$ cat src/vex_pkg.sv
// Vector execution stage package
// Shared widths, funct3/funct6 encodings, the ALU op enum,
// the issue/element/control structs and the common ALU function
`default_nettype none

package vex_pkg;

    localparam int DATA_W = 32;
    localparam int REG_AW = 5;
    localparam int VL_W   = 5;

    //--------------------------------------------------
    // funct3 groups
    //--------------------------------------------------
    localparam logic [2:0] F3_OPIVV = 3'b000;
    localparam logic [2:0] F3_OPIVX = 3'b100;
    localparam logic [2:0] F3_OPMVV = 3'b010;

    // Element ops, OPIVV / OPIVX
    localparam logic [5:0] F6_ADD  = 6'b000000;
    localparam logic [5:0] F6_SUB  = 6'b000010;
    localparam logic [5:0] F6_MINU = 6'b000100;
    localparam logic [5:0] F6_MAXU = 6'b000110;
    localparam logic [5:0] F6_AND  = 6'b001001;
    localparam logic [5:0] F6_OR   = 6'b001010;
    localparam logic [5:0] F6_XOR  = 6'b001011;

    // Reductions, OPMVV
    localparam logic [5:0] F6_REDSUM  = 6'b000000;
    localparam logic [5:0] F6_REDAND  = 6'b000001;
    localparam logic [5:0] F6_REDOR   = 6'b000010;
    localparam logic [5:0] F6_REDMAXU = 6'b000110;

    typedef enum logic [2:0] {
        ALU_ADD,
        ALU_SUB,
        ALU_MINU,
        ALU_MAXU,
        ALU_AND,
        ALU_OR,
        ALU_XOR
    } vex_alu_op_e;

    typedef struct packed {
        logic [REG_AW-1:0] dst;
        logic [5:0]        funct6;
        logic [2:0]        funct3;
        logic [VL_W-1:0]   vl;
        logic [DATA_W-1:0] scalar;
    } vex_issue_t;

    typedef struct packed {
        logic [DATA_W-1:0] vs2;
        logic [DATA_W-1:0] vs1;
        logic              mask;
    } vex_elem_t;

    typedef struct packed {
        vex_alu_op_e       alu_op;
        logic              is_rdc;
        logic              use_scalar;
        logic              illegal;
        logic [REG_AW-1:0] dst;
        logic [DATA_W-1:0] seed;
    } vex_ctrl_t;

    // One ALU shared by the lanes, the tree levels and the final seed fold
    function automatic logic [DATA_W-1:0] alu_apply(vex_alu_op_e op,
                                                    logic [DATA_W-1:0] a,
                                                    logic [DATA_W-1:0] b);
        case (op)
            ALU_ADD:  return a + b;
            ALU_SUB:  return a - b;
            ALU_MINU: return (a < b) ? a : b;
            ALU_MAXU: return (a > b) ? a : b;
            ALU_AND:  return a & b;
            ALU_OR:   return a | b;
            ALU_XOR:  return a ^ b;
            default:  return '0;
        endcase
    endfunction

endpackage

`default_nettype wire

$ cat src/vex_lane.sv
// Vector lane, EX1 stage
// Computes the element result for one lane and the value this lane
// feeds into the reduction tree; both are registered at the end of EX1
`default_nettype none

module vex_lane (
    input  logic                       clk,
    input  logic                       rst_n,
    input  logic                       valid_i,
    input  vex_pkg::vex_ctrl_t         ctrl_i,
    input  logic                       active_i,
    input  logic [vex_pkg::DATA_W-1:0] scalar_i,
    input  vex_pkg::vex_elem_t         elem_i,
    output logic [vex_pkg::DATA_W-1:0] res_o,
    output logic [vex_pkg::DATA_W-1:0] leaf_o
);
    import vex_pkg::*;

    logic [DATA_W-1:0] opb;
    logic [DATA_W-1:0] ident;

    // Operand B from vs1 or the broadcast scalar
    assign opb = ctrl_i.use_scalar ? scalar_i : elem_i.vs1;

    // Neutral value, so masked-off lanes drop out of the reduction
    assign ident = (ctrl_i.alu_op == ALU_AND) ? '1 : '0;

    always_ff @(posedge clk or negedge rst_n) begin
        if (!rst_n) begin
            res_o  <= '0;
            leaf_o <= '0;
        end else if (valid_i) begin
            res_o  <= alu_apply(ctrl_i.alu_op, elem_i.vs2, opb);
            leaf_o <= active_i ? elem_i.vs2 : ident;
        end
    end

endmodule

`default_nettype wire

$ cat config.mk
export PLATFORM = sky130hd
export DESIGN_NAME = vex_lane
export DESIGN_NICKNAME = d
export VERILOG_FILES = /design/src/vex_pkg.sv /design/src/vex_lane.sv
export SDC_FILE = /design/constraint.sdc
export NUM_CORES = 1
export LEC_CHECK = 0
export ABC_AREA = 1
export BUFFER_PORTS_ARGS = -buffer_cell sky130_fd_sc_hd__buf_2
export CELL_PAD_IN_SITES_DETAIL_PLACEMENT = 2
export CELL_PAD_IN_SITES_GLOBAL_PLACEMENT = 2
export CORE_MARGIN = 3
export CORE_UTILIZATION = 32
export CTS_BUF_LIST = sky130_fd_sc_hd__clkbuf_4
export DETAILED_ROUTE_END_ITERATION = 16
export PLACE_DENSITY = 0.92
export SYNTH_ARGS = -nofsm -noshare
export SYNTH_HDL_FRONTEND = slang
export SYNTH_SLANG_ARGS = --single-unit
$ cat constraint.sdc
create_clock -name clk -period 1.3 [get_ports clk]
set_clock_uncertainty 0.15 [all_clocks]
set_input_delay 0.065 -clock clk [delete_from_list [all_inputs] [get_ports clk]]
set_output_delay 0.065 -clock clk [all_outputs]
set_load 0.02 [all_outputs]
==> summary.txt, run 1 <==
status = stopped before the end
Last stage = 3_5_place_dp
Run Error = [ERROR DPL-0033] detailed placement checks failed during check placement.
Die Ht = 186 um
post-synthesis sequential area ratio = 15.5%
Netlist Area Pre-Place = 0.0103 mm2
Ys Warns = 0
Top FF cell, synth = dfrtp_1
FP Rows = 65
Post-synth EDFFs = 0
post-synthesis cell count = 1809
Ports = 208
Detail Placement HPWL = 81300 um
die width = 186 um
count of cell types in the netlist = 49
fraction of registers with async set/reset = 100%
IO buf count = 167
Mean Syn Cell Area = 5.71 um2
Initial Utilization = 32.6%
gpl congestion = 1.01
Mapped Nets = 2056
Seq cells post-synth = 64
==> metrics by stage <==
stage	cells	TNS [ns]
after floorplan	1809	-44.58
after global placement	2701	-64.81
==> cell usage after synthesis, types with 6 or more instances <==
cell      instances  area (um2)
nand2_1         538        2020
inv_1           256         961
nand3_1         184         921
nor2_1          175         657
a21oi_1         139         696
ha_1            101        1260
o21ai_0          72         360
dfrtp_1          64        1600
clkbuf_1         45         169
buf_2            28         140
o211ai_1         25         188
nor3_1           15        75.1
o21bai_1         15         113
inv_2            14        52.6
nand4_1          14        87.6
o22ai_1          13        81.3
o21ai_1          12        60.1
o211ai_2          9         113
buf_6             7        78.8
nor2_2            7        43.8
a221oi_1          6        52.6
nand2_2           6        37.5
==> kinds of logic after synthesis <==
logic type,share of synthesized area [%]
compound gates,17.5
flops,15.5
fa+ha+maj,12.6
simple gates,39.9
xor+xnor,0.170
buf+inv,14.3
==> run 2: changes to the inputs <==
==> config.mk (replaced) <==
export PLATFORM = sky130hd
export DESIGN_NAME = vex_lane
export DESIGN_NICKNAME = d
export VERILOG_FILES = /design/src/vex_pkg.sv /design/src/vex_lane.sv
export SDC_FILE = /design/constraint.sdc
export NUM_CORES = 1
export LEC_CHECK = 0
export ABC_AREA = 1
export BUFFER_PORTS_ARGS = -buffer_cell sky130_fd_sc_hd__buf_2
export CORE_MARGIN = 3
export CORE_UTILIZATION = 35
export DETAILED_ROUTE_END_ITERATION = 16
export PLACE_DENSITY_LB_ADDON = 0.15
export SYNTH_ARGS = -nofsm -noshare
export SYNTH_HDL_FRONTEND = slang
export SYNTH_SLANG_ARGS = --single-unit
==> run 2 against run 1 <==
The flow now finishes, with violations (setup timing); area after synthesis did not move; synthesized cell count did not move.
==> summary.txt, run 2 <==
Mapped Nets = 2056
Post-Synth Adder-Cell Area = 12.6%
fraction of registers with async set/reset = 100%
Slew @ Worst Pin = 0.442 ns
Final setup violation count = 48
Layout Utilization = 57.9%
Commonest cells post-synth = 538 x nand2_1, 256 x inv_1, 184 x nand3_1, 175 x nor2_1, 139 x a21oi_1
count leader, synth = nand2_1
via count = 14.1k
Layout fillers = 2862
Initial Utilization = 35.7%
core area = 0.0289 mm2
status = finished, violations left
Seq cells post-synth = 64
max-slew violation count = 0
post-synthesis cell count = 1809
CTS root buf = clkbuf_16
VDD IR max = 0.644 mV
Pwr Total = 13.1 mW
share of cells above drive strength 1 = 40.5%
critical path class = input pin to register
die width = 178 um
largest family of logic cells by synthesized area = simple AND/OR/NAND/NOR gates
vias in the first global route = 13.6k
compound-cell area share of the yosys netlist = 17.5%
mux contribution to synthesized area = 0%
Placed Cells = 2686
most common library cell in the layout ignoring fill and taps = nand2_1
worst slack at placement = -1.89 ns
Worst slew margin = 70.5%
Hold Slack = 0.0253 ns
Final Critical Period = 2.48 ns
switching share of power = 45.3%
largest registers = leaf_o: 32 flops, res_o: 32 flops
Ys Warns = 0
Die Ht = 178 um
critical path startpoint category = input pin
clk sink count = 64
crit path DAT = 2.56 ns
simple-gate share of the synthesized area = 39.9%
setup TNS = -35.85 ns
nets = 2596
failing checks = setup timing
Synth area leader = nand2_1
post-route ant nets = 0
crit-path max FO = 13
Mean Syn Cell Area = 5.71 um2
Max Clk Rate = 403 MHz
FP Rows = 62
Seq. cell area = 0.00160 mm2
Clock power frac = 17.5%
placed instance area = 0.0149 mm2
register share of total power = 18.7%
Final Hold Vio Count = 0
Post-synth EDFFs = 0
TritonCTS buffer count = 9
Pwr Density = 781 mW/mm2
total track usage = 31.7%
post-synthesis sequential area ratio = 15.5%
area fraction of the dominant cell type after synthesis = 19.5%
area delta synth->final = 62.1%
largest net degree at the start of global routing = 45
wire length per cell = 19.0 um
CP required = 1.37 ns
Finished Layout Cells = 2738
leakage = 8.83 nW
count of cell types in the netlist = 49
Ports = 208
unrepaired setup endpoints after global routing = true
gpl congestion = 0.986
Final Worst Setup Slack = -1.18 ns
Logic pwr share = 63.8%
Finished Cell Area = 0.0168 mm2
Netlist Area Pre-Place = 0.0103 mm2
IO buf count = 167
global-route wire length before repair = 76400 um
Starting DRT DRC Count = 1067
GRT Residual Overflow = 0
largest cells by area after synthesis = nand2_1 20%, dfrtp_1 16%, ha_1 12%, inv_1 9.3%, nand3_1 8.9%
Top FF cell, synth = dfrtp_1
Internal Power = 7.16 mW
Detail Placement HPWL = 41400 um
initial antenna violation count = 1
Diodes inserted = 0
multi-input logic area = 0.00867 mm2
Period Utilization, post-route = 191%
CTS H-tree lvls = 3
most frequent cells in the layout = 472 x nand2_1, 402 x buf_4, 248 x inv_1
die area = 0.0316 mm2
max-cap violation count = 0
Net Sw Power = 5.92 mW
vias per cell = 5.16
XOR/XNOR share of the synthesized area = 0.170%
DR DRC count = 0
final wirelength = 52100 um
Min-Delay Path Class = input pin to asynchronous set/reset pin
CTS Buffer Depth = 2
CTS tree = built
Clock Pin Slew Worst Setup and Hold Paths = 0.06 ns
clk_lat worst skew = 0.33 ns
Initial DRT Pass Iterations = 5
CP endpoint kind = register
==> run 2: cell counts after synthesis <==
Identical to the previous run, type by type.
==> run 2: timing repair <==
| item | CTS | global route |
|---|---|---|
| resized for setup | 160 | 117 |
| setup endpoints to repair | 34 | 55 |
| cloned | 7 | 2 |
| buffers inserted | 18 | 8 |
| pin swaps | 36 | 47 |
| endpoints found under the hold margin | 66 | 0 |
| hold buffers | 3 | 0 |
==> run 2: area by class of cell <==
type / count / share of cell area, %
repair buffers: 615 / 28.0
clock inverters: 7 / 0.284
inverters: 274 / 6.17
flip-flops and latches: 64 / 9.56
well taps: 384 / 2.87
clock buffers: 9 / 1.34
multi-input cells: 1385 / 51.8
==> run 2: worst paths after layout <==
check | from | to | slack [ns] | cells after the start
worst min register to register | res_o[5] | res_o[5] | 0.33 | 2
min in group clk | elem_i[58] | leaf_o[25] | 0.03 | 4
worst max register to register | leaf_o[29] | leaf_o[29] | 0.43 | 2
worst max-delay path | ctrl_i[38] | res_o[23] | -1.18 | 20
worst min-delay path | rst_n | leaf_o[1] | 0.03 | 2
max in group asynchronous | rst_n | leaf_o[26] | 0.40 | 3
==> run 2: power by group through the flow <==
stage	combinational, mW	sequential, mW	clock, mW
floorplan	3.48	2.79	0
detailed placement	7.28	2.47	0
CTS	7.96	2.45	2.31
global placement	7.22	2.48	0
finish	8.35	2.45	2.29
global route	8.99	2.47	2.41
==> run 2: cell families after synthesis <==
family,count (synthesis)
AO/OA/AOI/OAI,308
XOR/XNOR,2
adder cells (fa/ha/maj),103
buffers and inverters,361
flip-flops,64
AND/OR/NAND/NOR,971
==> run 2: metal layers <==
| layer | up-vias | global-route usage, % | share of wire (%) |
|---|---|---|---|
| met1 | 6548 | 36.3 | 39 |
| met3 | 163 | 2.97 | 5.1 |
| met2 | 539 | 56.1 | 48 |
| met4 | 2 | 20.8 | 7.9 |
| met5 | - | 0 | 0.036 |
| li1 | 6881 | - | - |
==> run 2: critical path: stages <==
cell and delay, ns:
buf_12 0.13, buf_4 0.16, nand2_1 0.07, o21ai_2 0.09
buf_4 0.16, ha_1 0.25, a21oi_2 0.24, nand2_1 0.08
nand2_1 0.07, nand2_2 0.07, a21oi_4 0.26, nand2_8 0.12
buf_12 0.16, buf_4 0.14, o21ai_1 0.13, nor2_1 0.05
nor2_1 0.09, nand3_1 0.08, nand2_1 0.07, nand2_1 0.05
Power figures use the tool's default switching activity.
