File: src/vex_pkg.sv
// Vector execution stage package
// Shared widths, funct3/funct6 encodings, the ALU op enum,
// the issue/element/control structs and the common ALU function
`default_nettype none

package vex_pkg;

    localparam int DATA_W = 32;
    localparam int REG_AW = 5;
    localparam int VL_W   = 5;

    //--------------------------------------------------
    // funct3 groups
    //--------------------------------------------------
    localparam logic [2:0] F3_OPIVV = 3'b000;
    localparam logic [2:0] F3_OPIVX = 3'b100;
    localparam logic [2:0] F3_OPMVV = 3'b010;

    // Element ops, OPIVV / OPIVX
    localparam logic [5:0] F6_ADD  = 6'b000000;
    localparam logic [5:0] F6_SUB  = 6'b000010;
    localparam logic [5:0] F6_MINU = 6'b000100;
    localparam logic [5:0] F6_MAXU = 6'b000110;
    localparam logic [5:0] F6_AND  = 6'b001001;
    localparam logic [5:0] F6_OR   = 6'b001010;
    localparam logic [5:0] F6_XOR  = 6'b001011;

    // Reductions, OPMVV
    localparam logic [5:0] F6_REDSUM  = 6'b000000;
    localparam logic [5:0] F6_REDAND  = 6'b000001;
    localparam logic [5:0] F6_REDOR   = 6'b000010;
    localparam logic [5:0] F6_REDMAXU = 6'b000110;

    typedef enum logic [2:0] {
        ALU_ADD,
        ALU_SUB,
        ALU_MINU,
        ALU_MAXU,
        ALU_AND,
        ALU_OR,
        ALU_XOR
    } vex_alu_op_e;

    typedef struct packed {
        logic [REG_AW-1:0] dst;
        logic [5:0]        funct6;
        logic [2:0]        funct3;
        logic [VL_W-1:0]   vl;
        logic [DATA_W-1:0] scalar;
    } vex_issue_t;

    typedef struct packed {
        logic [DATA_W-1:0] vs2;
        logic [DATA_W-1:0] vs1;
        logic              mask;
    } vex_elem_t;

    typedef struct packed {
        vex_alu_op_e       alu_op;
        logic              is_rdc;
        logic              use_scalar;
        logic              illegal;
        logic [REG_AW-1:0] dst;
        logic [DATA_W-1:0] seed;
    } vex_ctrl_t;

    // One ALU shared by the lanes, the tree levels and the final seed fold
    function automatic logic [DATA_W-1:0] alu_apply(vex_alu_op_e op,
                                                    logic [DATA_W-1:0] a,
                                                    logic [DATA_W-1:0] b);
        case (op)
            ALU_ADD:  return a + b;
            ALU_SUB:  return a - b;
            ALU_MINU: return (a < b) ? a : b;
            ALU_MAXU: return (a > b) ? a : b;
            ALU_AND:  return a & b;
            ALU_OR:   return a | b;
            ALU_XOR:  return a ^ b;
            default:  return '0;
        endcase
    endfunction

endpackage

`default_nettype wire

File: src/vex_decode.sv
// Vector micro-op decode
// Maps funct3/funct6 to the ALU op, reduction and scalar flags,
// flags unknown encodings as illegal and builds the active lane vector
`default_nettype none

module vex_decode #(
    parameter int LANES = 8
) (
    input  logic                           valid_i,
    input  vex_pkg::vex_issue_t            issue_i,
    input  vex_pkg::vex_elem_t [LANES-1:0] elem_i,
    output vex_pkg::vex_ctrl_t             ctrl_o,
    output logic [LANES-1:0]               active_o
);
    import vex_pkg::*;

    logic op_ok;

    always_comb begin
        op_ok             = 1'b1;
        ctrl_o.alu_op     = ALU_ADD;
        ctrl_o.is_rdc     = (issue_i.funct3 == F3_OPMVV);
        ctrl_o.use_scalar = (issue_i.funct3 == F3_OPIVX);
        ctrl_o.dst        = issue_i.dst;
        // Reductions start from vs1[0]
        ctrl_o.seed       = elem_i[0].vs1;
        case (issue_i.funct3)
            F3_OPIVV, F3_OPIVX: begin
                case (issue_i.funct6)
                    F6_ADD:  ctrl_o.alu_op = ALU_ADD;
                    F6_SUB:  ctrl_o.alu_op = ALU_SUB;
                    F6_MINU: ctrl_o.alu_op = ALU_MINU;
                    F6_MAXU: ctrl_o.alu_op = ALU_MAXU;
                    F6_AND:  ctrl_o.alu_op = ALU_AND;
                    F6_OR:   ctrl_o.alu_op = ALU_OR;
                    F6_XOR:  ctrl_o.alu_op = ALU_XOR;
                    default: op_ok = 1'b0;
                endcase
            end
            F3_OPMVV: begin
                case (issue_i.funct6)
                    F6_REDSUM:  ctrl_o.alu_op = ALU_ADD;
                    F6_REDAND:  ctrl_o.alu_op = ALU_AND;
                    F6_REDOR:   ctrl_o.alu_op = ALU_OR;
                    F6_REDMAXU: ctrl_o.alu_op = ALU_MAXU;
                    default:    op_ok = 1'b0;
                endcase
            end
            default: op_ok = 1'b0;
        endcase
        ctrl_o.illegal = valid_i && !op_ok;
    end

    // Lane k below vl with its mask set; a vl above LANES covers every lane
    always_comb begin
        for (int k = 0; k < LANES; k++) begin
            active_o[k] = valid_i && op_ok && elem_i[k].mask && (k < int'(issue_i.vl));
        end
    end

endmodule

`default_nettype wire

File: config.mk
export PLATFORM = sky130hd
export DESIGN_NAME = vex_decode
export DESIGN_NICKNAME = d
export VERILOG_FILES = /design/src/vex_pkg.sv /design/src/vex_decode.sv
export SDC_FILE = /design/constraint.sdc
export NUM_CORES = 1
export LEC_CHECK = 0
export ABC_AREA = 1
export BUFFER_PORTS_ARGS = -buffer_cell sky130_fd_sc_hd__buf_2
export CELL_PAD_IN_SITES_DETAIL_PLACEMENT = 1
export CELL_PAD_IN_SITES_GLOBAL_PLACEMENT = 2
export CORE_AREA = 8 8 239 241
export DETAILED_ROUTE_END_ITERATION = 8
export DIE_AREA = 0 0 247 249
export PLACE_DENSITY_LB_ADDON = 0.1
export SLEW_MARGIN = 20
export SYNTH_ARGS = -nofsm -noshare
export SYNTH_HDL_FRONTEND = slang
export SYNTH_SLANG_ARGS = --single-unit
File: constraint.sdc
create_clock -name vclk -period 2.8
set_clock_uncertainty 0.15 [all_clocks]
set_input_delay 0.42 -clock vclk [all_inputs]
set_output_delay 0.42 -clock vclk [all_outputs]
set_load 0.05 [all_outputs]
* Word-level counts from Yosys, hierarchy flattened
Cells that the tools add are included.
Word-level totals: memories 0, bits in read-only memories 0, flip-flop bits (word level) 0, word-level logic and storage cells 47, latch bits 0, bits in writable memories 0
Operators by class: add/subtract/negate cells 0, reduce and logical (&&, ||, !) cells 24, shift-type cells 0, divide/modulo/power cells 0, bitwise gates (word level) 0, multiply operators 0, order comparisons 8, equality and inequality tests 9, muxes and demuxes 6
Operator list (number):
- 3-bit by 5-bit less-than comparator with 1-bit output (first input constant) | 4
- 6-bit by 4-bit == test with 1-bit output (second input constant) | 3
- 1-bit logical AND | 18
- 3-bit one-hot mux with 6 select lines | 1
- 6-bit by 3-bit == test with 1-bit output (second input constant) | 2
- 1-bit by 5-bit less-than comparator with 1-bit output (first input constant) | 2
- 2-bit by 5-bit less-than comparator with 1-bit output (first input constant) | 2
- 3-bit one-hot mux with 3 select lines | 1
- 7-bit OR reduction | 1
- 6-bit by 1-bit == test with 1-bit output (second input constant) | 1
- 6-bit by 2-bit == test with 1-bit output (second input constant) | 1
- 6-bit logical NOT | 1
- 3-bit one-hot mux with 2 select lines | 1
- 4-bit OR reduction | 1
- 3-bit by 2-bit == test with 1-bit output (second input constant) | 1
- 3-bit == test (second input constant) | 1
- 3-bit logical NOT | 1
- 1-bit two-way mux | 2
- 1-bit one-hot mux with 2 select lines | 1
- 2-bit OR reduction | 1
- 1-bit logical NOT | 1

* Logic depth before layout (Yosys ltp)
depth after elaboration 7, mapped depth 8, gate-level depth less buffers 8

* Least setup slack after synthesis
Ideal clock, no wire load.
path type input port to output port, start point in issue_i[45] (netlist name), end point out ctrl_o[41] (netlist name), path slack 0.459 ns, arrival time 1.771 ns, path buffers 0, required time 2.230 ns, cell stages on the path 3, cell sequence nor2_4 > nand3_1 > o21ai_0
RTL lines:
- from (decl) | RTL line vex_decode.sv:10 | input vex_pkg::vex_issue_t issue_i,
- to (decl) | RTL line vex_decode.sv:12 | output vex_pkg::vex_ctrl_t ctrl_o,

* Final worst setup path
start point in issue_i[45] (netlist name), end point out active_o[6]
On the way: longest elaborated chain between the ends 7, elaborated cells between the ends (all ways) 16
Ends and longest elaborated chain:
- 6-bit by 3-bit == test with 1-bit output (tied with other cells) | RTL line vex_decode.sv:29, vex_decode.sv:41
- 7-bit OR reduction (no source line) or 4-bit OR reduction (tied branches)
- 1-bit two-way mux, on equally long branches | RTL line vex_decode.sv:29, vex_decode.sv:41
- 1-bit one-hot mux with 2 select lines (*) | RTL line vex_decode.sv:27 | case (issue_i.funct3)
- 1-bit logical AND (*) (3 in a row) | RTL line vex_decode.sv:57 | active_o[k] = valid_i && op_ok && elem_i[k].mask && (k < int'(issue_i.vl));
- to (decl) | RTL line vex_decode.sv:13 | output logic [LANES-1:0] active_o
Every way passes the cells marked *; elsewhere a longest branch is shown, timed or not.

==> results_dict.tcl <==
set metrics [dict create \
    regArea_um2 0 \
    layout.nets 680 \
    dr_wl_met3_um 657 \
    area_growth_pct 124.1 \
    dp_hpwl_um 5095 \
    drtIter0Drc 4 \
    final_area_um2 1410 \
    tns_ns 0 \
    worstPathMaxFanout 8 \
    rsz0062_at_grt "false" \
    layout-drive-gt1-share_pct 56.60 \
    yosysTopAreaCell "buf_4" \
    outcome "finished clean" \
    core-area_um2 53280 \
    die_y_um 249 \
    fin_crit_ns 2.288 \
    drtPass1Iterations 2 \
    hold_viol_final 0 \
    yosys-top-cells-area "buf_4 (44%), nor2_2 (13%), nand2_1 (8.3%)" \
    synth_area_per_cell_um2 5.937 \
    wl_per_cell_um 6.507 \
    power_density_nw_per_um2 52.37 \
    slew_violations 0 \
    fin_hold_ws_ns 0.6900 \
    drc 0 \
    port_buffers 37 \
    start_util_pct 1.181 \
    max_clock_freq_mhz 437.0 \
    syn_inst 106 \
    synth-seq-area-share_pct 0 \
    multiInputGateArea_um2 302.8 \
    place_congestion 0.5647 \
    drt-met1-wl_um 1392 \
    synth_fp_nets 678 \
    synth_cell_types 20 \
    ir_drop_mv 0.02104 \
    start_kind "input port" \
    tightest_slew_ns 0.3639 \
    maxSlewHeadroom_pct 75.55 \
    p_leak_nw 0.3279 \
    dieArea_um2 61500 \
    met2_length_um 3126 \
    grt_usage_pct 1.599 \
    grt_start_max_net_pins 9 \
    grt_first_pass_wirelength_um 6755 \
    nFillCells 6375 \
    ctsHoldBuffers 0 \
    crit_required_ns 2.23 \
    syn_area_um2 629.4 \
    clock_buffers 0 \
    via_per_inst 0.7833 \
    path_class "in -> out" \
    min_from "elem_i[11]" \
    final_cell_count_no_fill 803 \
    post-cts-setup-buffer-count 0 \
    synth_top_cell_area_share_pct 44.14 \
    worstHoldEndpoint "ctrl_o[10]" \
    worstHoldPathType "in -> out" \
    place_area_um2 1408 \
    grt-ovfl-total 0 \
    yosys_warnings 0 \
    vias 629 \
    num_rows 85 \
    topRoutingLayerUsed "met5" \
    placedCellCount 802 \
    cts_resized 0 \
    grt_antenna_before_repair 4 \
    drv_cap 0 \
    routed_wl_um 5225 \
    ant_nets 0 \
    finalSetupViolations 0 \
    critPathCaptureType "output port" \
    fin_crit_sh_pct 81.72 \
    io_pins 623 \
    n_sequential_cell 0 \
    die_w_um 247 \
    critPathArrivalTime_ns 1.72 \
    first_global_vias 713 \
    hold_depth 0 \
]
==> worst max-delay path by stage <==
stage / start / end / depth (start not counted) / slack, ns
CTS: issue_i[45] / active_o[6] / 9 / 0.43
finish: issue_i[45] / active_o[6] / 9 / 0.51
global placement: issue_i[45] / active_o[6] / 9 / 0.39
global route: issue_i[45] / active_o[6] / 9 / 0.34
floorplan: issue_i[45] / ctrl_o[41] / 3 / 0.46
detailed placement: issue_i[45] / active_o[6] / 9 / 0.44
==> cell type report <==
cell class                      instances  area share, %
Timing Repair Buffer                   37          13.13
Antenna cell                            1         0.1775
Inverter                               13          3.461
Multi-Input combinational cell         56          21.47
Tap cell                              696          61.76
==> routing by layer <==
| metal | track usage (%) | vias up |
|---|---|---|
| met5 | 0 | - |
| met4 | 0.05048 | 6 |
| met3 | 0.9112 | 8 |
| met2 | 3.519 | 56 |
| met1 | 1.166 | 267 |
| li1 | - | 292 |
==> Yosys cell counts <==
library cell  count
o22ai_1           1
inv_2             5
nor2_1            7
o21ai_1           2
o21ai_0           3
o211ai_1          1
buf_4            37
nand2_1          14
nand2_4           1
o21bai_1          1
a21oi_1           1
nor2_4            2
nand3_1           6
nand2_2           1
nor2_2           13
nor3_1            1
inv_1             7
clkinv_1          1
nand3_2           1
nand4_1           1
==> report_power, final <==
part              total, mW  internal (mW)  switching, mW  leakage, nW
combinational        0.0738         0.0236         0.0502        0.328
sequential                0              0              0            0
clock          0.0000000477   0.0000000477              0   0.00000634
==> critical path, stage by stage <==
cell and delay, ns:
buf_2 0.11, nor2_4 0.20, nand3_1 0.19, nor2_1 0.14
nor2_1 0.06, nand2_2 0.11, nand2_4 0.12, nor2_2 0.10
buf_2 0.27
==> placed cells by master (no fill, tap or decap), types with 2 or more instances in the layout <==
master,instances
nor2_4,2
nor2_1,7
nand3_1,6
inv_2,5
o21ai_0,3
buf_2,37
inv_1,7
o21ai_1,2
nand2_1,14
nor2_2,13
==> through the flow <==
stage	total power, mW	utilization, %	setup slack, ns
final	0.07385	2.646	0.5119
after global routing	0.08185	2.642	0.3408
after CTS	0.07755	2.642	0.4347
after global placement	0.07866	2.642	0.3864
after detailed placement	0.07718	2.642	0.4384
after floorplan	0.1810	-	0.4593
==> logic make-up (layout without fill, tap and decap cells) <==
group	Yosys count	count (layout)	synth area share [%]
buf+inv	50	50	51.89
simple gates	47	47	39.96
compound gates	9	9	8.151
other cells	0	1	0
No activity file was read; power rests on OpenSTA's default activity.
