===== src/vex_pkg.sv =====
// Vector execution stage package
// Shared widths, funct3/funct6 encodings, the ALU op enum,
// the issue/element/control structs and the common ALU function
`default_nettype none

package vex_pkg;

    localparam int DATA_W = 32;
    localparam int REG_AW = 5;
    localparam int VL_W   = 5;

    //--------------------------------------------------
    // funct3 groups
    //--------------------------------------------------
    localparam logic [2:0] F3_OPIVV = 3'b000;
    localparam logic [2:0] F3_OPIVX = 3'b100;
    localparam logic [2:0] F3_OPMVV = 3'b010;

    // Element ops, OPIVV / OPIVX
    localparam logic [5:0] F6_ADD  = 6'b000000;
    localparam logic [5:0] F6_SUB  = 6'b000010;
    localparam logic [5:0] F6_MINU = 6'b000100;
    localparam logic [5:0] F6_MAXU = 6'b000110;
    localparam logic [5:0] F6_AND  = 6'b001001;
    localparam logic [5:0] F6_OR   = 6'b001010;
    localparam logic [5:0] F6_XOR  = 6'b001011;

    // Reductions, OPMVV
    localparam logic [5:0] F6_REDSUM  = 6'b000000;
    localparam logic [5:0] F6_REDAND  = 6'b000001;
    localparam logic [5:0] F6_REDOR   = 6'b000010;
    localparam logic [5:0] F6_REDMAXU = 6'b000110;

    typedef enum logic [2:0] {
        ALU_ADD,
        ALU_SUB,
        ALU_MINU,
        ALU_MAXU,
        ALU_AND,
        ALU_OR,
        ALU_XOR
    } vex_alu_op_e;

    typedef struct packed {
        logic [REG_AW-1:0] dst;
        logic [5:0]        funct6;
        logic [2:0]        funct3;
        logic [VL_W-1:0]   vl;
        logic [DATA_W-1:0] scalar;
    } vex_issue_t;

    typedef struct packed {
        logic [DATA_W-1:0] vs2;
        logic [DATA_W-1:0] vs1;
        logic              mask;
    } vex_elem_t;

    typedef struct packed {
        vex_alu_op_e       alu_op;
        logic              is_rdc;
        logic              use_scalar;
        logic              illegal;
        logic [REG_AW-1:0] dst;
        logic [DATA_W-1:0] seed;
    } vex_ctrl_t;

    // One ALU shared by the lanes, the tree levels and the final seed fold
    function automatic logic [DATA_W-1:0] alu_apply(vex_alu_op_e op,
                                                    logic [DATA_W-1:0] a,
                                                    logic [DATA_W-1:0] b);
        case (op)
            ALU_ADD:  return a + b;
            ALU_SUB:  return a - b;
            ALU_MINU: return (a < b) ? a : b;
            ALU_MAXU: return (a > b) ? a : b;
            ALU_AND:  return a & b;
            ALU_OR:   return a | b;
            ALU_XOR:  return a ^ b;
            default:  return '0;
        endcase
    endfunction

endpackage

`default_nettype wire


===== src/vex_writeback.sv =====
// Vector writeback
// Delays control, active lanes and element results to meet the tree
// output, folds the reduction seed and drives the register file port
`default_nettype none

module vex_writeback #(
    parameter int LANES = 8
) (
    input  logic                                  clk,
    input  logic                                  rst_n,
    input  logic                                  valid_i,
    input  vex_pkg::vex_ctrl_t                    ctrl_i,
    input  logic [LANES-1:0]                      active_i,
    input  logic [LANES-1:0][vex_pkg::DATA_W-1:0] res_i,
    input  logic [vex_pkg::DATA_W-1:0]            tree_i,
    output logic [LANES-1:0]                      wr_en_o,
    output logic [vex_pkg::REG_AW-1:0]            wr_addr_o,
    output logic [LANES-1:0][vex_pkg::DATA_W-1:0] wr_data_o,
    output logic                                  illegal_o,
    output logic                                  busy_o
);
    import vex_pkg::*;

    localparam int LVL = $clog2(LANES);

    // Stage 0 is the EX1/EX2 register, stage LVL lines up with tree_i
    logic [LVL:0]                 v_q;
    vex_ctrl_t                    c_q [LVL+1];
    logic [LANES-1:0]             a_q [LVL+1];
    logic [LANES-1:0][DATA_W-1:0] r_q [1:LVL];

    always_ff @(posedge clk or negedge rst_n) begin
        if (!rst_n) begin
            v_q <= '0;
        end else begin
            v_q <= {v_q[LVL-1:0], valid_i};
        end
    end

    always_ff @(posedge clk) begin
        if (valid_i) begin
            c_q[0] <= ctrl_i;
            a_q[0] <= active_i;
        end
        if (v_q[0]) begin
            r_q[1] <= res_i;
        end
        for (int s = 1; s <= LVL; s++) begin
            if (v_q[s-1]) begin
                c_q[s] <= c_q[s-1];
                a_q[s] <= a_q[s-1];
            end
        end
        for (int s = 2; s <= LVL; s++) begin
            if (v_q[s-1]) begin
                r_q[s] <= r_q[s-1];
            end
        end
    end

    //--------------------------------------------------
    // Output select
    //--------------------------------------------------
    always_comb begin
        wr_en_o   = '0;
        wr_data_o = r_q[LVL];
        illegal_o = v_q[LVL] && c_q[LVL].illegal;
        if (v_q[LVL] && !c_q[LVL].illegal) begin
            if (c_q[LVL].is_rdc) begin
                // Scalar result in lane 0 only
                wr_en_o[0]   = 1'b1;
                wr_data_o    = '0;
                wr_data_o[0] = alu_apply(c_q[LVL].alu_op, tree_i, c_q[LVL].seed);
            end else begin
                wr_en_o = a_q[LVL];
            end
        end
    end

    assign wr_addr_o = c_q[LVL].dst;
    assign busy_o    = |v_q;

endmodule

`default_nettype wire


===== config.mk =====
export PLATFORM = sky130hd
export DESIGN_NAME = vex_writeback
export DESIGN_NICKNAME = d
export VERILOG_FILES = /design/src/vex_pkg.sv /design/src/vex_writeback.sv
export SDC_FILE = /design/constraint.sdc
export NUM_CORES = 1
export LEC_CHECK = 0
export BUFFER_PORTS_ARGS = -buffer_cell sky130_fd_sc_hd__buf_4
export CAP_MARGIN = 10
export CORE_MARGIN = 2
export CORE_UTILIZATION = 56
export DETAILED_ROUTE_END_ITERATION = 6
export PLACE_DENSITY = 0.77
export SETUP_SLACK_MARGIN = 0.4
export SLEW_MARGIN = 20
export SYNTH_ARGS = -nofsm -noshare
export SYNTH_HDL_FRONTEND = slang
export SYNTH_SLANG_ARGS = --single-unit

===== constraint.sdc =====
create_clock -name clk -period 9.05 [get_ports clk]
set_clock_uncertainty 0.15 [all_clocks]
set_input_delay 1.3575 -clock clk [delete_from_list [all_inputs] [get_ports clk]]
set_output_delay 1.3575 -clock clk [all_outputs]
set_load 0.1 [all_outputs]

## After elaboration in Yosys (flattened, before gate mapping)

Memories as Yosys holds them, arrays and structs flattened.
Index checks and enable logic that the tools add are counted.

- Flip-flop bits (word level): 4
- Memory bits (writable): 972
- Bits of input ports: 342
- Output and inout port bits: 271
- Logic and storage cells: 38
- Memories kept: 3

- $add $sub $neg: 2
- Order comparisons: 2
- Equal/unequal tests: 6
- Muxes and demuxes: 16
- Bitwise gates (word level): 3
- Reductions and logical operators: 5

Memories:

| memory | depth | width | read ports | clocked after memory_dff | wr ports | RTL line | RTL |
|---|---|---|---|---|---|---|---|
| r_q | 3 | 256 | 3 | 0 | 3 | vex_writeback.sv:30 | `logic [LANES-1:0][DATA_W-1:0] r_q [1:LVL];` |
| c_q | 4 | 43 | 4 | 0 | 4 | vex_writeback.sv:28 | `vex_ctrl_t c_q [LVL+1];` |
| a_q | 4 | 8 | 4 | 0 | 4 | vex_writeback.sv:29 | `logic [LANES-1:0] a_q [LVL+1];` |

Operators by type and width:

| cell | number |
|---|---|
| 256-bit 2-to-1 mux | 2 |
| 32-bit case mux with 7 select lines | 1 |
| 32-bit 2-to-1 mux | 2 |
| 32-bit adder | 1 |
| 32-bit AND | 1 |
| 32-bit greater-than comparator | 1 |
| 32-bit < comparator | 1 |
| 32-bit bitwise OR | 1 |
| 32-bit subtractor | 1 |
| 32-bit bitwise XOR | 1 |
| 3-bit == test (second input constant) | 3 |
| 1-bit 2-to-1 mux | 9 |
| 8-bit 2-to-1 mux | 1 |
| 7-bit 2-to-1 mux | 1 |
| 3-bit by 2-bit == test with 1-bit output (second input constant) | 2 |
| 4-bit OR reduction | 1 |
| 3-bit by 1-bit == test with 1-bit output (second input constant) | 1 |
| 3-bit zero test | 1 |
| 1-bit logical AND | 2 |
| 1-bit zero test | 1 |

## Depth between registers and ports, before layout

- Word-level depth: 5
- Depth in mapped cells: 14
- Gate-level depth less buffers: 12

## Worst setup path before layout

OpenSTA, ideal clock, no wires.

- Path kind: reg-to-output
- From: register v_q[1]
- To: output port busy_o
- Arrival time: 7,743 ps
- Data required time: 7,543 ps
- Slack: -201 ps
- Stages on the path, launching flop included: 2
- Buffers on the path: 0
- Path through: dfrtp_1 > or4_1

- Word-level cells in the longest chain between the ends: 1

Ends and longest elaborated chain:

| what | RTL line | RTL |
|---|---|---|
| from (decl) | vex_writeback.sv:27 | `logic [LVL:0] v_q;` |
| from (signal assigned) | vex_writeback.sv:36 | `v_q <= {v_q[LVL-1:0], valid_i};` |
| 4-bit OR reduction | vex_writeback.sv:81 | `assign busy_o = \|v_q;` |
| to (decl) | vex_writeback.sv:20 | `output logic busy_o` |

No other way between the ends.

==> impl_metrics.yaml <==
status:
  violations: "design-rule violations"
  status: "complete, but fails checks"
drt:
  first_iter_violations: 1964
  wirelength_um: 97200
  viasPerCell: 5.72
  vias: 22027
  wl_per_cell_um: 25.2
  post-route-drc-count: 1
  antenna_left: 0
  first_pass_iters: 7
sta:
  setup_tns_ps: 0
  hold_violations: 0
  period_share_pct: 78.9
  hold-worst-slack_ps: 238
  slew_headroom_pct: 21.5
  worst-slew-pin-transition_ps: 1170
  max_freq_mhz: 140
  finalCriticalPeriod_ps: 7140
  rsz0062_at_grt: "false"
  slew_violations: 0
  setup_violations: 0
pwr:
  p_total_w: 0.0104
  p_switching_w: 0.00264
  leakagePower_nw: 17.6
  p_int_w: 0.00774
  clockPowerShare_pct: 36.7
  combPwrFrac_pct: 11.9
  powerDensity_mw_per_mm2: 224
  seqPwrFrac_pct: 51.3
  p_sw_share_pct: 25.4
  ir_drop_mv: 0.222
cells_and_area:
  drive_above_1_share_pct: 27.8
  area_delta_synth_final_pct: 22.6
  fin_cells: 3853
  fin_util_pct: 69.1
  nets: 3332
  mostFrequentLayoutCells: "edfxtp_1 (968), buf_4 (633), and2_1 (238), ha_1 (101), clkbuf_16 (93)"
  final_common_cell: "edfxtp_1"
place:
  hpwl_um: 66500
  port-buffer-count: 611
  gp_congestion: 0.947
  dp_cells: 3664
synthesis:
  avgSynthCellArea_sq_um: 16.7
  synthesis.nets: 2710
  synth-seq-cells: 972
  postSynthCellCount: 2265
  synth_area_sq_mm: 0.0377
  ys_warn_count: 0
  ys_seq_area_share_pct: 77.3
  synth-edff-count: 968
  synth-async-reset-ratio_pct: 0.412
  yosys_most_used_dff: "edfxtp_1"
  ys_types: 84
grt:
  grt_pass1_vias: 22550
  grt_max_degree: 154
  grt_usage_pct: 27.4
  antenna_found_initial: 20
  grt_pass1_wl_um: 141000
  grt.overflow.total: 0
clock_tree:
  cts_tree: "yes"
  path_clk_slew_ps: 60
  cts_hold_buffers: 0
  clkLatencyLatePin_ps: 640
  cts_setup_buffers: 0
  ctsLongestPathBuffers: 3
  htree_levels: 3
  cts-root-buf: "clkbuf_16"
  numCtsBuffers: 93
  cts_sinks: 972
  cts-resized-gates: 0
flow_run:
  max_cap_violations: 0
critical_path:
  arrival_ps: 5640
  cp-end-kind: "output pin"
  path_class: "primary input to output pin"
  path_max_fanout: 13
  crit_required_ps: 7540
  start_kind: "primary input"
floorplan:
  die_y_um: 264
  initial_core_util_pct: 56.4
  dieWidth_um: 264
  rows: 95
  io-pin-count: 613
  core_sq_mm: 0.0669
  die_area_sq_mm: 0.0694
min_path:
  hold_path_class: "flip-flop to flip-flop"
area by class of cell:
| type | instances | area (sq um) |
|---|---|---|
| clock inverters | 71 | 693 |
| fillers | 4196 | 20700 |
| flip-flops and latches | 972 | 29200 |
| well taps | 873 | 1090 |
| repair buffers | 636 | 4810 |
| inverters | 91 | 342 |
| multi-input cells | 1093 | 7700 |
| diodes | 13 | 32.5 |
| clock buffers | 104 | 2370 |
per-layer routing:
metal	part of all wire [%]	GRT usage [%]	vias up
met5	0.10	0	-
met4	4.4	12.7	16
met3	9.5	9.04	228
met2	51	46.2	1013
met1	35	32.0	10919
li1	-	-	9851
metrics by stage:
| stage | setup slack, ps | area [sq um] |
|---|---|---|
| final | 1910 | 46200 |
| after global routing | 1730 | 46200 |
| after CTS | 1970 | 46200 |
| after detailed placement | 2010 | 43100 |
| after global placement | 2030 | 43100 |
| after floorplan | 2090 | 37700 |
flip-flops by register name, indices dropped and copies added, names as in the netlist:
name  cells
a_q      32
r_q     768
v_q       4
c_q     168
final timing paths:
path	startpoint	depth (start not counted)	endpoint	slack, ps
max	tree_i[27]	11	wr_data_o[31]	1910
min	r_q[0][382]	0	r_q[0][638]	240
max reg2reg	v_q[1]	2	r_q[0][643]	5990
min reg2reg	r_q[0][382]	0	r_q[0][638]	240
max in group asynchronous	rst_n	1	v_q[0]	8260
min in group asynchronous	rst_n	1	v_q[2]	380
logic make-up (layout without fill, tap and decap cells):
family                   after synthesis  count (layout)  share of synthesized area [%]
other                                  0              13                              0
adder cells (fa/ha/maj)              103             103                           3.46
AND/OR/NAND/NOR                      536             536                           7.81
XOR/XNOR                              32              32                          0.743
buffers and inverters                200             902                           2.25
flip-flops                           972             972                           77.3
AO/OA/AOI/OAI                        373             373                           7.09
multiplexers                          49              49                           1.30
power by group through the flow:
stage	sequential (W)	clock [W]	combinational, W
global route	0.00535	0.00404	0.00129
global placement	0.00541	0	0.00121
finish	0.00533	0.00381	0.00124
CTS	0.00533	0.00388	0.00123
detailed placement	0.00542	0	0.00122
floorplan	0.00546	0	0.000802
critical path, stage by stage:
cell and delay, ps:
buf_4 110, inv_1 50, ha_1 470, nor4_1 570
nand4_1 220, or4_1 720, nor2_1 820, a21oi_1 200
and4_1 250, a32oi_1 450, buf_4 390
synthesized netlist by cell type (7+ instances only):
master    instances  area, sq um
o221ai_2         10          150
and2_1          238         1490
nand4_1          10         62.6
a31oi_1          30          188
nor3_1           34          170
a221oi_1          8         70.1
o22ai_1          31          194
edfxtp_1        968        29100
nor4_1           13         81.3
clkbuf_1         79          297
xnor2_1          28          245
nand2_1          65          244
mux2i_1          49          490
o211ai_1         12         90.1
and3_1            7         43.8
buf_1             9         33.8
nor2_1           86          323
a22oi_1          10         75.1
a21oi_2          12          105
a211oi_1         10         75.1
nor2b_1          10         62.6
nand3_1          31          155
o21ai_0          53          265
a21oi_1          75          375
o31ai_1          17          128
ha_1            101         1260
o21bai_1          8         60.1
a22o_1            8         70.1
a21o_1            9         67.6
inv_1            89          334
or3_1            10         62.6
buf_4             8         60.1
nand2b_1         10         62.6
Note: power is estimated with default switching activity, not from simulation.
