## src/vex_pkg.sv

```systemverilog
// Vector execution stage package
// Shared widths, funct3/funct6 encodings, the ALU op enum,
// the issue/element/control structs and the common ALU function
`default_nettype none

package vex_pkg;

    localparam int DATA_W = 32;
    localparam int REG_AW = 5;
    localparam int VL_W   = 5;

    //--------------------------------------------------
    // funct3 groups
    //--------------------------------------------------
    localparam logic [2:0] F3_OPIVV = 3'b000;
    localparam logic [2:0] F3_OPIVX = 3'b100;
    localparam logic [2:0] F3_OPMVV = 3'b010;

    // Element ops, OPIVV / OPIVX
    localparam logic [5:0] F6_ADD  = 6'b000000;
    localparam logic [5:0] F6_SUB  = 6'b000010;
    localparam logic [5:0] F6_MINU = 6'b000100;
    localparam logic [5:0] F6_MAXU = 6'b000110;
    localparam logic [5:0] F6_AND  = 6'b001001;
    localparam logic [5:0] F6_OR   = 6'b001010;
    localparam logic [5:0] F6_XOR  = 6'b001011;

    // Reductions, OPMVV
    localparam logic [5:0] F6_REDSUM  = 6'b000000;
    localparam logic [5:0] F6_REDAND  = 6'b000001;
    localparam logic [5:0] F6_REDOR   = 6'b000010;
    localparam logic [5:0] F6_REDMAXU = 6'b000110;

    typedef enum logic [2:0] {
        ALU_ADD,
        ALU_SUB,
        ALU_MINU,
        ALU_MAXU,
        ALU_AND,
        ALU_OR,
        ALU_XOR
    } vex_alu_op_e;

    typedef struct packed {
        logic [REG_AW-1:0] dst;
        logic [5:0]        funct6;
        logic [2:0]        funct3;
        logic [VL_W-1:0]   vl;
        logic [DATA_W-1:0] scalar;
    } vex_issue_t;

    typedef struct packed {
        logic [DATA_W-1:0] vs2;
        logic [DATA_W-1:0] vs1;
        logic              mask;
    } vex_elem_t;

    typedef struct packed {
        vex_alu_op_e       alu_op;
        logic              is_rdc;
        logic              use_scalar;
        logic              illegal;
        logic [REG_AW-1:0] dst;
        logic [DATA_W-1:0] seed;
    } vex_ctrl_t;

    // One ALU shared by the lanes, the tree levels and the final seed fold
    function automatic logic [DATA_W-1:0] alu_apply(vex_alu_op_e op,
                                                    logic [DATA_W-1:0] a,
                                                    logic [DATA_W-1:0] b);
        case (op)
            ALU_ADD:  return a + b;
            ALU_SUB:  return a - b;
            ALU_MINU: return (a < b) ? a : b;
            ALU_MAXU: return (a > b) ? a : b;
            ALU_AND:  return a & b;
            ALU_OR:   return a | b;
            ALU_XOR:  return a ^ b;
            default:  return '0;
        endcase
    endfunction

endpackage

`default_nettype wire

```

## src/vex_reduce_tree.sv

```systemverilog
// Pipelined cross-lane reduction tree
// Each level folds lane pairs (k, k+half) with the op and registers
// the partial values; op and valid travel with every level
`default_nettype none

module vex_reduce_tree #(
    parameter int LANES = 8
) (
    input  logic                                   clk,
    input  logic                                   rst_n,
    input  logic                                   valid_i,
    input  vex_pkg::vex_alu_op_e                   op_i,
    input  logic [LANES-1:0][vex_pkg::DATA_W-1:0]  leaf_i,
    output logic [vex_pkg::DATA_W-1:0]             sum_o
);
    import vex_pkg::*;

    localparam int LVL = $clog2(LANES);

    // Start index of level l in the node view, leaves are level 0
    function automatic int base(int l);
        return 2 * LANES - ((2 * LANES) >> l);
    endfunction

    logic [LVL-1:0]    v_q;
    vex_alu_op_e       op_q [LVL];
    logic [DATA_W-1:0] node_q [LANES-1];
    logic [DATA_W-1:0] node [2*LANES-1];

    //--------------------------------------------------
    // Level control
    //--------------------------------------------------
    always_ff @(posedge clk or negedge rst_n) begin
        if (!rst_n) begin
            v_q <= '0;
        end else begin
            v_q[0] <= valid_i;
            for (int l = 1; l < LVL; l++) begin
                v_q[l] <= v_q[l-1];
            end
        end
    end

    always_ff @(posedge clk) begin
        if (valid_i) begin
            op_q[0] <= op_i;
        end
        for (int l = 1; l < LVL; l++) begin
            if (v_q[l-1]) begin
                op_q[l] <= op_q[l-1];
            end
        end
    end

    //--------------------------------------------------
    // Partial values
    //--------------------------------------------------
    always_comb begin
        for (int k = 0; k < LANES; k++) begin
            node[k] = leaf_i[k];
        end
        for (int k = 0; k < LANES - 1; k++) begin
            node[LANES+k] = node_q[k];
        end
    end

    always_ff @(posedge clk) begin
        for (int l = 1; l <= LVL; l++) begin
            if (v_q[l-1]) begin
                for (int k = 0; k < (LANES >> l); k++) begin
                    node_q[base(l)-LANES+k] <= alu_apply(op_q[l-1], node[base(l-1)+k],
                                                         node[base(l-1)+k+(LANES>>l)]);
                end
            end
        end
    end

    // Root of the last level
    assign sum_o = node_q[LANES-2];

endmodule

`default_nettype wire

```

## config.mk

```make
export PLATFORM = sky130hd
export DESIGN_NAME = vex_reduce_tree
export DESIGN_NICKNAME = d
export VERILOG_FILES = /design/src/vex_pkg.sv /design/src/vex_reduce_tree.sv
export SDC_FILE = /design/constraint.sdc
export NUM_CORES = 2
export LEC_CHECK = 0
export BUFFER_PORTS_ARGS = -buffer_cell sky130_fd_sc_hd__buf_2
export CELL_PAD_IN_SITES_DETAIL_PLACEMENT = 2
export CELL_PAD_IN_SITES_GLOBAL_PLACEMENT = 2
export CORE_MARGIN = 1
export CORE_UTILIZATION = 38
export DETAILED_ROUTE_END_ITERATION = 8
export PLACE_DENSITY_LB_ADDON = 0.1
export SYNTH_ARGS = -nofsm -noshare
export SYNTH_HDL_FRONTEND = slang
export SYNTH_SLANG_ARGS = --single-unit
```

## constraint.sdc

```tcl
create_clock -name clk -period 4.65 [get_ports clk]
set_input_delay 1.1625 -clock clk [delete_from_list [all_inputs] [get_ports clk]]
set_output_delay 1.1625 -clock clk [all_outputs]
set_load 0.02 [all_outputs]
```

### Yosys cells after proc, flatten, opt, wreduce, memory -nomap -nowiden

Memories as Yosys holds them, arrays and structs flattened.
Index checks and enable logic that the tools add are counted.

| storage, ports and cells | value |
|---|---|
| bits in registers | 3 |
| bits in writable memories | 233 |
| memories | 2 |

| operators by class | value |
|---|---|
| add/sub/neg operators | 14 |
| order comparisons | 14 |
| equality and inequality tests | 18 |
| muxes and demuxes | 36 |
| bitwise logic cells | 21 |
| reduce and logical (&&, ||, !) cells | 3 |

Memory list:

| memory | depth | bits a word | rd ports | clocked after Yosys merged registers in | wr ports | line | text |
|---|---|---|---|---|---|---|---|
| node_q | 7 | 32 | 7 | 0 | 7 | vex_reduce_tree.sv:27 | `logic [DATA_W-1:0] node_q [LANES-1];` |
| op_q | 3 | 3 | 3 | 0 | 3 | vex_reduce_tree.sv:26 | `vex_alu_op_e op_q [LVL];` |

Operators by type and width:

| operator | count |
|---|---|
| 32-bit case mux with 7 select lines | 7 |
| 32-bit 2-to-1 mux | 21 |
| 32-bit adder | 7 |
| 32-bit bitwise AND | 7 |
| 32-bit greater-than comparator | 7 |
| 32-bit less-than comparator | 7 |
| 32-bit bitwise OR | 7 |
| 32-bit subtractor | 7 |
| 32-bit XOR | 7 |
| 3-bit equality test, second input constant | 9 |
| 3-bit by 2-bit equality test with 1-bit output, second input constant | 6 |
| 3-bit by 1-bit equality test with 1-bit output, second input constant | 3 |
| 3-bit zero test | 3 |
| 1-bit 2-to-1 mux | 8 |

### Longest topological paths before layout

| logic depth | value |
|---|---|
| depth after elaboration | 4 |
| gate-level depth with buffers | 16 |

### Least setup slack after synthesis

OpenSTA, ideal clock, no wires.

| timing path | value |
|---|---|
| path kind | in2reg |
| start point | input leaf_i[64] (netlist bit) |
| end point | memory node_q[2][24], data pin |
| setup time | 261 ps |
| data arrival time | 3903 ps |
| slack | 486 ps |
| stages | 12 |
| path through | ha_1 -> fa_1 -> a21o_1 -> a41oi_1 -> o21ai_1 -> o211a_1 -> a211oi_1 -> o31ai_1 -> o41ai_1 -> nor2_1 -> a211o_1 -> a221o_1 |

RTL lines:

| element | line | text |
|---|---|---|
| from (decl) | vex_reduce_tree.sv:13 | `input logic [LANES-1:0][vex_pkg::DATA_W-1:0] leaf_i,` |
| to (decl) | vex_reduce_tree.sv:27 |  |

==> results.tsv <==
stage	metric	value	unit
detailed_routing	drt_first_iter_violations	4845	
clocking	cts_num_sinks	236	
yosys	synth_area_per_cell	7.38	µm²
setup_path	max_stage_delay	0.92	ns
global_routing	grt_util_overall	40.1	%
setup_path	timing.setup.critical_path_class	register to register	
yosys	synth.lib_cells_used.distinct	114	
detailed_routing	detail_route.drc_violations	0	
detailed_routing	via_count	56800	
yosys	syn-cell-area	48900	µm²
final_layout	finalNetCount	8090	
placed_design	place_congestion	0.979	
placed_design	dpl-instance-area	55400	µm²
detailed_routing	firstDrtPassIters	8	
detailed_routing	drt_wl_total	272000	µm
global_routing	wire_length_of_the_first_global_routing_pass	398000	µm
setup_path	cp_top_family	simple AND/OR/NAND/NOR gates	
yosys	synth_most_common_cell	a21oi_1	
floorplan	floorplan.initialDensity	38.3	%
clocking	cts-buffers-inserted	40	
pwr	irDropWorstVdd	0.274	mV
final_layout	area_growth_syn_to_layout	16.4	%
clocking	cts_max_path_buffers	3	
setup_path	timing.reg2reg.worst_path_depth	13	
placed_design	place_inst	8701	
flow_run	maxCapViolations	0	
yosys	synth.largest_area_cell	ha_1	
final_layout	finish.instance_area	56900	µm²
setup_path	slowest_cp_cell	edfxtp_1	
timing	post-route-period-util	98.6	%
global_routing	grt_antenna_before_repair	28	
placed_design	port_buffers	293	
placed_design	pre_cts_slack	-0.164	ns
floorplan	fp.coreArea	128000	µm²
timing	final.setup_skew	0.0727	ns
timing	timing.final.max_slew_violations	0	
floorplan	num_rows	131	
timing	fin_ws	0.0644	ns
floorplan	dieArea	130000	µm²
floorplan	pin_count	294	
placed_design	dp_hpwl	212000	µm
min_path	hold_path.class	input port to async pin	
timing	setup_viol	0	
setup_path	crit_required	5.02	ns
yosys	yosys_register_bits	236	
yosys	synth_edf_count	233	
clocking	path_clk_slew	0.06	ns
global_routing	vias_in_the_first_global_route	59700	
yosys	syn_nets	7623	
setup_path	cp-start-kind	register	
setup_path	path_cells	inv_1 -> ha_1 -> nor4_1 -> nand4_1 -> nor3_1 -> inv_1 -> a21oi_1 -> buf_4 -> and2_1 -> buf_12 -> a21oi_1 -> o221a_1 -> o21ai_1	
timing	rsz_0062_raised_after_global_routing	false	
yosys	top_cells_by_area_synth	ha_1, edfxtp_1, a21oi_1	
timing	fmaxAchievable	218	MHz
setup_path	timing.critical_path.arrival	4.95	ns
timing	final.min_clock_period	4.59	ns
timing	timing_hold_violations_final	0	
floorplan	die_h	361	µm
setup_path	critical_path_cell_count	13	
global_routing	grt-ovfl-total	0	
detailed_routing	ant_nets	0	
setup_path	crit_fanout	23	
final_layout	instances_no_fill	8799	
yosys	asyncSetResetFlopFracSynth	1.27	%
setup_path	setup.worst_path.end_class	register	
yosys	synth_sequential_area_ratio	14.5	%
detailed_routing	routed_via_density	6.46	
clocking	cts-root-buf	clkbuf_16	
floorplan	fp.dieW	361	µm
clocking	tritoncts	yes	
detailed_routing	avgRoutedWirePerCell	31.0	µm
final_layout	layout-drive-gt1-share	14.8	%
yosys	synth_commonest_cells	a21oi_1, ha_1, inv_1	
pwr	p_leak	26.4	nW
yosys	yosysWarnings	0	
global_routing	grt_max_degree	68	
clocking	worst_skew_pair.late_latency	0.67	ns
yosys	ys.flop_type	edfxtp_1	
timing	worst_pin_slew	1.20	ns
clocking	htree_num_levels	2	
yosys	synthDominantCellAreaShare	18.5	%
pwr	p_per_area	352	nW/µm²
yosys	postSynthCellCount	6625	
setup_path	timing.critical_path.buf_inv	4	
timing	slew_headroom	20.1	%
run_status	status	complete, no violations	
==> report_power, final <==
group	switching [W]	internal, W	leakage [nW]
sequential	0.000724	0.00290	2.34
combinational	0.00827	0.00489	23.4
clock	0.00144	0.00183	0.631
==> worst paths after layout <==
path / to / startpoint / slack (ns)
max: node_q[4][27] / node_q[2][30] / 0.06
min: v_q[0] / rst_n / 0.30
max reg2reg: node_q[4][27] / node_q[2][30] / 0.06
min reg2reg: v_q[2] / v_q[1] / 0.39
max in group asynchronous: v_q[1] / rst_n / 4.22
min in group clk: v_q[2] / v_q[1] / 0.39
==> repair_timing <==
item | in CTS | in global routing
endpoints found under the setup margin | 0 | 20
hold buffers | 0 | 0
buffers inserted | 0 | 11
resized for setup | 0 | 2
==> worst reg2reg max path: stages, from the launching register on <==
cell and delay [ns]:
edfxtp_1 0.92, inv_1 0.17, ha_1 0.42, nor4_1 0.61, nand4_1 0.16, nor3_1 0.32, inv_1 0.10, a21oi_1 0.22
buf_4 0.22, and2_1 0.24, buf_12 0.20, a21oi_1 0.11, o221a_1 0.30, o21ai_1 0.29
==> flip-flops by register name (all words and copies together) (netlist names) <==
name,flops
op_q,9
node_q,224
v_q,3
==> stage by stage <==
stage | power, W | utilization (%) | setup TNS (ns) | hold WS [ns]
6_report | 0.0201 | 44.6 | 0 | 0.303
5_1_grt | 0.0209 | 44.6 | 0 | 0.291
4_1_cts | 0.0197 | 44.5 | 0 | 0.268
3_5_place_dp | 0.0163 | 43.4 | -0.705 | 0.384
3_3_place_gp | 0.0158 | 43.4 | -0.00576 | 0.370
2_1_floorplan | 0.0109 | - | 0 | 0.424
==> layer usage <==
layer / share of wire (%) / track usage, %
met4: 5.6 / 20.6
met2: 45 / 64.2
met1: 42 / 51.2
met3: 7.6 / 7.14
met5: 0.030 / 0
==> cell families after synthesis <==
logic type                 count (synthesis)  synth area share [%]
AOI/OAI and AO/OA                       2460                  33.1
xor gates and xnor gates                 155                  2.78
adders and majority gates                736                  19.1
buffers and inverters                   1121                  8.94
DFF                                      236                  14.5
muxes                                    344                  7.06
and+or+nand+nor                         1573                  14.6
==> cell type report <==
cell class / instances / area, µm²
fill: 14900 / 70600
multi-input combinational: 5268 / 37600
timing repair buffer: 874 / 6270
sequential: 236 / 7080
antenna: 16 / 40.0
inverter: 672 / 2520
clock buffer: 42 / 1010
clock inverter: 29 / 340
tap: 1662 / 2080
==> cell usage in the layout (no fill, tap or decap), types with 62 or more instances in the layout <==
cell,count
nand2_1,394
o21ai_0,392
o22ai_1,225
inv_1,660
nor3_1,119
buf_2,293
ha_1,722
nor2_1,636
xnor2_1,127
a22oi_1,81
nand3_1,84
o21ai_1,62
mux2i_1,339
edfxtp_1,233
o211ai_1,65
o21bai_1,110
buf_4,545
a21o_1,104
o221ai_1,132
a21oi_1,724
(Power assumes the default switching activity.)
